### src/design/stepper_cmd_pkg.sv
package stepper_cmd_pkg;

  // Command codes, carried in the top byte of a header word
  localparam logic [7:0] CMD_COORDINATED_STEP    = 8'h01;
  localparam logic [7:0] CMD_MOTOR_ENABLE        = 8'h0a;
  localparam logic [7:0] CMD_CLK_DIVISOR         = 8'h0b;
  localparam logic [7:0] CMD_MOTORCONFIG         = 8'h10;
  localparam logic [7:0] CMD_MICROSTEPPER_CONFIG = 8'h16;
  localparam logic [7:0] CMD_CHARGEPUMP          = 8'h1b;
  localparam logic [7:0] CMD_BRIDGEINVERT        = 8'h1c;
  localparam logic [7:0] CMD_API_VERSION         = 8'hfe;

  // Firmware version returned on readback
  localparam logic [7:0] VERSION_MAJOR = 8'd0;
  localparam logic [7:0] VERSION_MINOR = 8'd3;
  localparam logic [7:0] VERSION_PATCH = 8'd1;

  // Motor driver defaults
  localparam logic [2:0]  DEFAULT_MICROSTEPS = 3'd2;
  localparam logic [7:0]  DEFAULT_CURRENT    = 8'd140;

  // Microstepper timing defaults
  localparam logic [9:0]  DEFAULT_OFFTIME             = 10'd810;
  localparam logic [7:0]  DEFAULT_BLANKTIME           = 8'd27;
  localparam logic [9:0]  DEFAULT_FASTDECAY_THRESHOLD = 10'd706;
  localparam logic [7:0]  DEFAULT_MINIMUM_ON_TIME     = 8'd54;
  localparam logic [10:0] DEFAULT_CURRENT_THRESHOLD   = 11'd1024;

  // Charge pump and bridge polarity
  localparam logic [7:0]  DEFAULT_CHARGEPUMP_PERIOD = 8'd91;
  localparam logic        DEFAULT_BRIDGE_INVERTING  = 1'b0;

  // 40 gives a 400 kHz DDA tick from a 16 MHz clock
  localparam logic [7:0]  DEFAULT_CLOCK_DIVISOR = 8'd40;

endpackage

### src/design/stepper_motion_pkg.sv
package stepper_motion_pkg;

  // Number of axes driven by the controller
  localparam int MOTOR_COUNT = 2;

  // Move buffer depth and slot index width
  localparam int MOVE_BUF_SIZE = 2;
  localparam int MOVE_IDX_BITS = 1;

  // Duration, increment, increment-of-increment and accumulator width
  localparam int DDA_WIDTH = 64;

endpackage

### src/design/dda_timer.sv
`timescale 1ns/1ns

module dda_timer
  import stepper_motion_pkg::*;
(
  input  logic                     CLK,
  input  logic                     resetn,
  input  logic [7:0]               clock_divisor,
  input  logic [DDA_WIDTH-1:0]     move_duration,
  input  logic [DDA_WIDTH-1:0]     increment,
  input  logic [DDA_WIDTH-1:0]     incrementincrement,
  input  logic [MOVE_BUF_SIZE-1:0] stepready,
  output logic                     step,
  output logic [MOVE_IDX_BITS-1:0] moveind,
  output logic [MOVE_BUF_SIZE-1:0] stepfinished,
  output logic                     move_done
);

  logic [7:0]           prescale;
  logic                 active;
  logic [DDA_WIDTH-1:0] tick_count;
  logic [DDA_WIDTH-1:0] accumulator;
  logic [DDA_WIDTH-1:0] inc_r;
  logic [DDA_WIDTH:0]   acc_sum;

  // Divisor of 0 wraps to a 256 cycle tick
  wire tick      = (prescale >= clock_divisor - 8'd1);
  wire pending   = stepready[moveind] ^ stepfinished[moveind];
  wire last_tick = (tick_count + DDA_WIDTH'(1) >= move_duration);

  // Carry out of the accumulator is the step
  assign acc_sum = {1'b0, accumulator} + {1'b0, inc_r};

  always_ff @(posedge CLK) begin
    if (!resetn) begin
      prescale <= 8'd0;
    end else if (tick) begin
      prescale <= 8'd0;
    end else begin
      prescale <= prescale + 8'd1;
    end
  end

  always_ff @(posedge CLK) begin
    if (!resetn) begin
      active       <= 1'b0;
      step         <= 1'b0;
      move_done    <= 1'b0;
      moveind      <= '0;
      stepfinished <= '0;
    end else begin
      step      <= 1'b0;
      move_done <= 1'b0;
      if (tick) begin
        if (!active) begin
          // Start tick only loads the move
          if (pending) begin
            active <= 1'b1;
          end
        end else begin
          step <= acc_sum[DDA_WIDTH];
          if (last_tick) begin
            active                <= 1'b0;
            stepfinished[moveind] <= ~stepfinished[moveind];
            moveind               <= moveind + MOVE_IDX_BITS'(1);
            move_done             <= 1'b1;
          end
        end
      end
    end
  end

  // Increment restarts from the slot value for every move
  always_ff @(posedge CLK) begin
    if (tick) begin
      if (!active) begin
        accumulator <= '0;
        inc_r       <= increment;
        tick_count  <= '0;
      end else begin
        accumulator <= acc_sum[DDA_WIDTH-1:0];
        inc_r       <= inc_r + incrementincrement;
        tick_count  <= tick_count + DDA_WIDTH'(1);
      end
    end
  end

endmodule

### src/design/spi_state_machine.sv
`timescale 1ns/1ns

module spi_state_machine
  import stepper_cmd_pkg::*;
  import stepper_motion_pkg::*;
(
  input  logic                             CLK,
  input  logic                             resetn,
  input  logic                             word_received,
  input  logic [63:0]                      word_data,
  input  logic [63:0]                      encoder_count,
  input  logic [MOVE_IDX_BITS-1:0]         moveind,
  input  logic [MOVE_BUF_SIZE-1:0]         stepfinished,
  output logic [63:0]                      word_send_data,
  output logic [MOVE_BUF_SIZE-1:0]         stepready,
  output logic [MOTOR_COUNT-1:0]           dir_out,
  output logic [DDA_WIDTH-1:0]             move_duration,
  output logic [MOTOR_COUNT*DDA_WIDTH-1:0] increment,
  output logic [MOTOR_COUNT*DDA_WIDTH-1:0] incrementincrement,
  output logic [7:0]                       clock_divisor,
  output logic [MOTOR_COUNT-1:0]           enable,
  output logic                             buffer_dtr,
  output logic [2:0]                       microsteps,
  output logic [7:0]                       current,
  output logic [9:0]                       config_offtime,
  output logic [7:0]                       config_blanktime,
  output logic [9:0]                       config_fastdecay_threshold,
  output logic [7:0]                       config_minimum_on_time,
  output logic [10:0]                      config_current_threshold,
  output logic [7:0]                       config_chargepump_period,
  output logic                             config_invert_highside,
  output logic                             config_invert_lowside
);

  logic                     word_strobe;
  logic [7:0]               message_header;
  logic [7:0]               message_word_count;
  logic [MOVE_IDX_BITS-1:0] writemoveind;
  logic [63:0]              encoder_store;

  // Move buffer, one entry per slot
  logic [MOTOR_COUNT-1:0] dir_r        [MOVE_BUF_SIZE];
  logic [DDA_WIDTH-1:0]   duration_mem [MOVE_BUF_SIZE];
  logic [DDA_WIDTH-1:0]   inc_mem      [MOVE_BUF_SIZE][MOTOR_COUNT];
  logic [DDA_WIDTH-1:0]   incinc_mem   [MOVE_BUF_SIZE][MOTOR_COUNT];

  wire [7:0] header = word_data[63:56];

  // Header still open, so the next word belongs to the same message
  wire awaiting_more_words = (message_header == CMD_COORDINATED_STEP) ||
                             (message_header == CMD_API_VERSION);
  wire header_word = word_strobe && !awaiting_more_words;
  wire move_word   = word_strobe && (message_header == CMD_COORDINATED_STEP);

  always_ff @(posedge CLK) begin
    if (!resetn) begin
      microsteps                 <= DEFAULT_MICROSTEPS;
      current                    <= DEFAULT_CURRENT;
      config_offtime             <= DEFAULT_OFFTIME;
      config_blanktime           <= DEFAULT_BLANKTIME;
      config_fastdecay_threshold <= DEFAULT_FASTDECAY_THRESHOLD;
      config_minimum_on_time     <= DEFAULT_MINIMUM_ON_TIME;
      config_current_threshold   <= DEFAULT_CURRENT_THRESHOLD;
      config_chargepump_period   <= DEFAULT_CHARGEPUMP_PERIOD;
      config_invert_highside     <= DEFAULT_BRIDGE_INVERTING;
      config_invert_lowside      <= DEFAULT_BRIDGE_INVERTING;
      clock_divisor              <= DEFAULT_CLOCK_DIVISOR;
      enable                     <= '0;
      word_send_data             <= 64'd0;
      word_strobe                <= 1'b0;
      message_header             <= 8'd0;
      message_word_count         <= 8'd0;
      writemoveind               <= '0;
      stepready                  <= '0;
      for (int s = 0; s < MOVE_BUF_SIZE; s++) begin
        dir_r[s] <= '0;
      end
    end else begin
      word_strobe <= word_received;
      if (word_strobe) begin
        // Reply is cleared unless this word prepares one
        word_send_data <= 64'd0;
        if (!awaiting_more_words) begin
          message_header     <= header;
          message_word_count <= 8'd1;
          case (header)
            CMD_COORDINATED_STEP: begin
              dir_r[writemoveind] <= word_data[MOTOR_COUNT-1:0];
            end
            CMD_MOTOR_ENABLE: begin
              enable <= word_data[MOTOR_COUNT-1:0];
            end
            CMD_CLK_DIVISOR: begin
              clock_divisor <= word_data[7:0];
            end
            CMD_MOTORCONFIG: begin
              current    <= word_data[15:8];
              microsteps <= word_data[2:0];
            end
            // Minimum on time shares bits with the fast decay threshold
            CMD_MICROSTEPPER_CONFIG: begin
              config_offtime             <= word_data[39:30];
              config_blanktime           <= word_data[29:22];
              config_fastdecay_threshold <= word_data[21:12];
              config_minimum_on_time     <= word_data[18:11];
              config_current_threshold   <= word_data[10:0];
            end
            CMD_CHARGEPUMP: begin
              config_chargepump_period <= word_data[7:0];
            end
            CMD_BRIDGEINVERT: begin
              config_invert_highside <= word_data[1];
              config_invert_lowside  <= word_data[0];
            end
            CMD_API_VERSION: begin
              word_send_data <= {40'd0, VERSION_MAJOR, VERSION_MINOR, VERSION_PATCH};
            end
            default: begin
            end
          endcase
        end else begin
          message_word_count <= message_word_count + 8'd1;
          if (message_header == CMD_COORDINATED_STEP) begin
            // First increment word returns the header-time encoder count
            if (message_word_count == 8'd2) begin
              word_send_data <= encoder_store;
            end
            if (message_word_count == 8'(2 * MOTOR_COUNT + 1)) begin
              writemoveind            <= writemoveind + MOVE_IDX_BITS'(1);
              stepready[writemoveind] <= ~stepready[writemoveind];
              message_header          <= 8'd0;
              message_word_count      <= 8'd0;
            end
          end else begin
            message_header <= 8'd0;
          end
        end
      end
    end
  end

  // Slot contents and encoder snapshot
  always_ff @(posedge CLK) begin
    if (header_word && (header == CMD_COORDINATED_STEP)) begin
      encoder_store <= encoder_count;
    end
    if (move_word) begin
      if (message_word_count == 8'd1) begin
        duration_mem[writemoveind] <= word_data;
      end
      for (int m = 0; m < MOTOR_COUNT; m++) begin
        if (message_word_count == 8'(2 * m + 2)) begin
          inc_mem[writemoveind][m] <= word_data;
        end
        if (message_word_count == 8'(2 * m + 3)) begin
          incinc_mem[writemoveind][m] <= word_data;
        end
      end
    end
  end

  // The slot being played feeds every DDA
  assign move_duration = duration_mem[moveind];
  assign dir_out       = dir_r[moveind];

  for (genvar m = 0; m < MOTOR_COUNT; m++) begin : g_slot_out
    assign increment[m*DDA_WIDTH +: DDA_WIDTH]          = inc_mem[moveind][m];
    assign incrementincrement[m*DDA_WIDTH +: DDA_WIDTH] = incinc_mem[moveind][m];
  end

  // Free slot exists when not every slot is pending
  assign buffer_dtr = ~&(stepready ^ stepfinished);

endmodule

### src/design/spi_word_rx.sv
`timescale 1ns/1ns

module spi_word_rx (
  input  logic        CLK,
  input  logic        resetn,
  input  logic        SCK,
  input  logic        CS,
  input  logic        COPI,
  output logic        CIPO,
  input  logic [63:0] word_send_data,
  output logic        word_received,
  output logic [63:0] word_data
);

  // Two synchronizer stages, third stage for edge detection
  logic [2:0]  sck_r;
  logic [2:0]  cs_r;
  logic [1:0]  copi_r;
  logic [5:0]  bit_count;
  logic [63:0] rx_shift;
  logic [63:0] tx_shift;

  wire sck_rise  = sck_r[1] & ~sck_r[2];
  wire sck_fall  = ~sck_r[1] & sck_r[2];
  wire cs_fall   = ~cs_r[1] & cs_r[2];
  wire cs_active = ~cs_r[1];

  // COPI sampled in step with the synchronized SCK
  wire [63:0] rx_next = {rx_shift[62:0], copi_r[1]};

  always_ff @(posedge CLK) begin
    if (!resetn) begin
      sck_r  <= 3'b000;
      cs_r   <= 3'b111;
      copi_r <= 2'b00;
    end else begin
      sck_r  <= {sck_r[1:0], SCK};
      cs_r   <= {cs_r[1:0], CS};
      copi_r <= {copi_r[0], COPI};
    end
  end

  // Bit counter wraps after 64 bits, CS high restarts the word
  always_ff @(posedge CLK) begin
    if (!resetn) begin
      bit_count     <= 6'd0;
      word_received <= 1'b0;
    end else begin
      word_received <= 1'b0;
      if (!cs_active) begin
        bit_count <= 6'd0;
      end else if (sck_rise) begin
        bit_count <= bit_count + 6'd1;
        if (bit_count == 6'd63) begin
          word_received <= 1'b1;
        end
      end
    end
  end

  always_ff @(posedge CLK) begin
    if (cs_active && sck_rise) begin
      rx_shift <= rx_next;
      if (bit_count == 6'd63) begin
        word_data <= rx_next;
      end
    end
  end

  // Reply loaded at CS fall so the MSB is valid before the first rise
  always_ff @(posedge CLK) begin
    if (!resetn) begin
      tx_shift <= 64'd0;
    end else if (cs_fall) begin
      tx_shift <= word_send_data;
    end else if (cs_active && sck_fall) begin
      tx_shift <= {tx_shift[62:0], 1'b0};
    end
  end

  assign CIPO = tx_shift[63];

endmodule

### src/design/stepper_top.sv
`timescale 1ns/1ns

module stepper_top
  import stepper_motion_pkg::*;
(
  input  logic                   CLK,
  input  logic                   resetn,
  input  logic                   SCK,
  input  logic                   CS,
  input  logic                   COPI,
  output logic                   CIPO,
  input  logic [63:0]            encoder_count,
  output logic [MOTOR_COUNT-1:0] step,
  output logic [MOTOR_COUNT-1:0] dir,
  output logic [MOTOR_COUNT-1:0] enable,
  output logic [2:0]             microsteps,
  output logic [7:0]             current,
  output logic [9:0]             config_offtime,
  output logic [7:0]             config_blanktime,
  output logic [9:0]             config_fastdecay_threshold,
  output logic [7:0]             config_minimum_on_time,
  output logic [10:0]            config_current_threshold,
  output logic [7:0]             config_chargepump_period,
  output logic                   config_invert_highside,
  output logic                   config_invert_lowside,
  output logic                   buffer_dtr,
  output logic                   move_done
);

  logic                             word_received;
  logic [63:0]                      word_data;
  logic [63:0]                      word_send_data;
  logic [MOVE_BUF_SIZE-1:0]         stepready;
  logic [MOVE_BUF_SIZE-1:0]         stepfinished;
  logic [MOVE_IDX_BITS-1:0]         moveind;
  logic [DDA_WIDTH-1:0]             move_duration;
  logic [MOTOR_COUNT*DDA_WIDTH-1:0] increment;
  logic [MOTOR_COUNT*DDA_WIDTH-1:0] incrementincrement;
  logic [7:0]                       clock_divisor;

  spi_word_rx u_rx (.*);

  spi_state_machine u_decoder (
    .*,
    .dir_out (dir)
  );

  // All timers run in lockstep, axis 0 reports buffer progress
  for (genvar i = 0; i < MOTOR_COUNT; i++) begin : g_axis
    if (i == 0) begin : g_lead
      dda_timer u_dda (
        .CLK                (CLK),
        .resetn             (resetn),
        .clock_divisor      (clock_divisor),
        .move_duration      (move_duration),
        .increment          (increment[i*DDA_WIDTH +: DDA_WIDTH]),
        .incrementincrement (incrementincrement[i*DDA_WIDTH +: DDA_WIDTH]),
        .stepready          (stepready),
        .step               (step[i]),
        .moveind            (moveind),
        .stepfinished       (stepfinished),
        .move_done          (move_done)
      );
    end else begin : g_follow
      dda_timer u_dda (
        .CLK                (CLK),
        .resetn             (resetn),
        .clock_divisor      (clock_divisor),
        .move_duration      (move_duration),
        .increment          (increment[i*DDA_WIDTH +: DDA_WIDTH]),
        .incrementincrement (incrementincrement[i*DDA_WIDTH +: DDA_WIDTH]),
        .stepready          (stepready),
        .step               (step[i]),
        .moveind            (),
        .stepfinished       (),
        .move_done          ()
      );
    end
  end

endmodule

### config.mk
export PLATFORM = sky130hd
export DESIGN_NAME = stepper_top
export DESIGN_NICKNAME = d
export VERILOG_FILES = /design/src/design/stepper_cmd_pkg.sv /design/src/design/stepper_motion_pkg.sv /design/src/design/dda_timer.sv /design/src/design/spi_state_machine.sv /design/src/design/spi_word_rx.sv /design/src/design/stepper_top.sv
export SDC_FILE = /design/constraint.sdc
export NUM_CORES = 2
export LEC_CHECK = 0
export BUFFER_PORTS_ARGS = -buffer_cell sky130_fd_sc_hd__buf_2
export CAP_MARGIN = 20
export CORE_UTILIZATION = 40
export CTS_CLUSTER_DIAMETER = 40
export CTS_CLUSTER_SIZE = 14
export DETAILED_ROUTE_END_ITERATION = 8
export PLACE_DENSITY = 0.6
export REMOVE_ABC_BUFFERS = 1
export SYNTH_ARGS = -nofsm -noshare
export SYNTH_HDL_FRONTEND = slang
export SYNTH_SLANG_ARGS = --single-unit
### constraint.sdc
create_clock -name CLK -period 9.9 [get_ports CLK]
set_input_delay 0.99 -clock CLK [delete_from_list [all_inputs] [get_ports CLK]]
set_output_delay 0.99 -clock CLK [all_outputs]
set_load 0.01 [all_outputs]
==> results list <==
- Largest registers: u_decoder.inc_mem x256, u_decoder.incinc_mem x256, u_decoder.duration_mem x128
* WS Path Type: reg2reg
* Area after detailed placement: 76100 µm²
- The tightest min-delay check is of the in2reg type.
- The clock passes through at most 3 buffers.
- Utilization after layout: 46.2%
* Placed cells: 8364
- Number of standard cells in the layout, taps in and fillers out: 8774
- In this run, distinct cell masters in the synthesized netlist total 103.
* Unrepaired setup endpoints after global routing: no
- Worst setup EP type: register
- Arrival time at the worst endpoint: 6.94 ns
* Data required, critical path: 10.66 ns
* Routability cong.: 0.904
- Mean Syn Cell Area: 12.0 µm²
* Proportion of register bits with asynchronous set or reset after synthesis: 0%
* Most frequent standard cell in the layout excluding fill and tap cells: edfxtp_1
- Max Fanout on Critical Path: 6
- Number of global-route vias before repair: 47000
- Number of hold buffers added after CTS: 0
* Power per unit of standard cell area: 174 nW/µm²
* Initial antenna violation count: 11
* Share of final-layout standard cells stronger than drive strength 1: 12.6%
* Synth Cell Area: 72900 µm²
- Cells after Synth: 6061
* Overall die width: 429 µm
- Area Overhead vs Synth: 14.7%
- Top-level port count: 146
- Hold timing on the final database bottoms out at a slack of 0.339 ns.
* Startpoint class of the critical path: register
* Number of vias after detailed routing: 47600
* Maximum level of the CTS H-tree: 4
- The number of gates resized after CTS was 0.
- Global routing used 18.9% of the available tracks across all layers.
- Setup violations remaining at the end of the flow were counted as 0.
* DR pass1 iterations: 5
* DIE HEIGHT: 429 µm
- Worst-Skew Late Latency: 0.84 ns
* Half-perimeter wire length of the detailed placement result: 119 mm
* Ratio of final minimum period to clock period: 62.4%
- The tool flagged a number of max-cap violations equal to 0.
- Final max-slew violation count: 0
- After detailed routing, the number of remaining DRC violations is 0.
- In this run the clock root is driven by a clkbuf_16.
- After synthesis the netlist holds a flip-flop and latch count of 1485.
* Mean number of vias per cell: 5.43
* Sequential area share after synthesis: 57.5%
* Wire length reported by the detailed router: 177 mm
* Origin of the critical flop-to-flop path: g_axis[1].g_follow.u_dda.tick_count[0]
* Status: finished clean
- Most used cells in the layout excluding fill and tap cells: edfxtp_1, nand2_1, a21oi_1
* Leakage power of the design: 29.6 nW
* TritonCTS clock tree: done
* Sink count of the clock tree: 1485
* Capturing element of the worst setup path: g_axis[1].g_follow.u_dda.stepfinished[0]
* Worst slew margin: 21.8%
* First-pass GRT wire length: 271 mm
- Dividing the detail-routed wire length by the instance count gives 20.2 µm.
- First DRT Iteration DRCs: 3573
- On the worst path, the slowest cell contributes a delay of 0.90 ns.
* Total Die Area: 184000 µm²
- Final critical delay including setup and external delays: 6.18 ns
* Prevailing post-synth register cell: edfxtp_1
- On the critical path, the stage with the largest delay is an instance of a2111oi_0.
* Final Cell Area: 83600 µm²
- In this run, synthesis inferred 1219 flip-flops with an integrated enable.
* R2r endpoint: g_axis[1].g_follow.u_dda.stepfinished[0]
* Register-to-register setup slack: 3.72 ns
- In this run the worst setup path begins at g_axis[1].g_follow.u_dda.tick_count[0].
- Clock-pin slew was measured on the worst setup and hold paths at 0.06 ns.
- After global routing the overflow that remains totals 0.
- For the pin with the worst max-slew slack, the measured transition is 1.17 ns.
- The number of setup buffers added after CTS is 0.
- Clock skew after layout: 0.0398 ns
- VDD sags by at most 163 µV.
- Critical path, cell by cell: nand3_1 > nor2_1 > nand3_1 > nor2_2 > nand2_1 > or2_1 > nand2b_4 > nor2_1 > xor2_1 > ha_1 > nand4_1 > nor4_1 > nand2_1 > nor2_1 > nand2_1 > a2111oi_0 > o311ai_1 > or3_1 > a21oi_1
- The count of nets left with antenna violations once routing finished came out at 0.
* Starting density of the core: 40.3%
- Cts bufs inserted: 213
- The total area inside the core boundary comes to 181000 µm².
- Number of cell instances on the worst register-to-register path: 19
* Final Hold Violating Endpoints: 0
- Final #Nets: 6692
* Port-buffer cells: 145
- Highest achievable clock rate: 0.162 GHz
- Entering global routing, the biggest net connects 131 pins.
- Ys Warns: 0
* Placement Rows: 156
==> per-stage QoR <==
step	TNS, ns	worst slack (ns)	total power, mW
floorplan	-378.62	-3.38	6.88
CTS	0	3.68	14.7
detailed placement	0	3.70	6.92
global placement	0	3.78	6.92
finish	0	3.72	14.6
global route	0	3.34	15.0
==> synthesized netlist by cell type (8+ instances only) <==
master    count  area (µm²)
a211oi_1    103         773
nand3_1     202        1010
buf_1        43         161
clkbuf_1    194         728
nor3_1       46         230
dfxtp_1     266        5330
nand4_1      98         613
o21bai_1     36         270
a21o_1      265        1990
a31oi_1      34         213
nor3b_1      14         105
o221ai_1      8        70.1
o211ai_1     12        90.1
o31ai_1      12        90.1
nor4_1       14        87.6
o21ai_0     241        1210
mux2_2      139        1570
nand2_1     468        1760
and2_1      161        1010
o22ai_1      10        62.6
buf_2        16        80.1
xnor2_1     226        1980
nor2b_1      61         382
and3_1       74         463
edfxtp_1   1219       36600
or3_1        16         100
nand2b_1    106         663
a221oi_1     13         114
mux2i_1     273        2730
o21a_1       23         173
ha_1        408        5100
a21oi_1     411        2060
inv_1        89         334
xor2_1      148        1300
and4_1       25         219
o21ai_1      14        70.1
nor2_1      407        1530
==> critical path: cells and delay by family, from the launching register on <==
kind	cells	cell delay (ns)
and+or+nand+nor	14	3.78
AOI/OAI and AO/OA	3	1.37
DFF	1	0.46
xor gates and xnor gates	1	0.27
adders and majority gates	1	0.21
==> routing by layer <==
layer  track usage, %  routed length [µm]
met1             26.2               82100
met2             29.3               78900
met3             3.23                9650
met4             7.71                6490
met5                0                   8
==> power by group <==
group / internal, mW / switching (mW)
clock network: 4.68 / 3.13
registers: 6.69 / 0.0115
logic: 0.0341 / 0.0532
==> cell type report <==
cell class                      instances  area, µm²
Fill cell                           16100      97300
Sequential cell                      1485      41900
Multi-Input combinational cell       4224      29700
Clock buffer                          243       5720
Tap cell                             2370       2970
Clock inverter                        163       1780
Timing Repair Buffer                  197       1180
Inverter                               90        358
Antenna cell                            2       5.00
==> worst min-delay path by stage <==
stage / start / end / slack [ns] / cells past startpoint
6_report: encoder_count[26] / u_decoder.encoder_store[26] / 0.34 / 1
4_1_cts: encoder_count[30] / u_decoder.encoder_store[30] / 0.27 / 1
3_5_place_dp: u_rx.cs_r[0] / u_rx.cs_r[1] / 0.41 / 1
5_1_grt: encoder_count[28] / u_decoder.encoder_store[28] / 0.29 / 1
2_1_floorplan: u_rx.cs_r[0] / u_rx.cs_r[1] / 0.39 / 1
3_3_place_gp: u_rx.rx_shift[62] / u_rx.word_data[63] / 0.40 / 0
==> kinds of logic after synthesis <==
group / synth area share (%)
buf+inv: 1.90
flops: 57.5
xor+xnor: 4.49
fa+ha+maj: 7.11
simple gates: 11.7
compound gates: 11.4
mux: 5.89
Note: power is estimated with default switching activity, not from simulation.
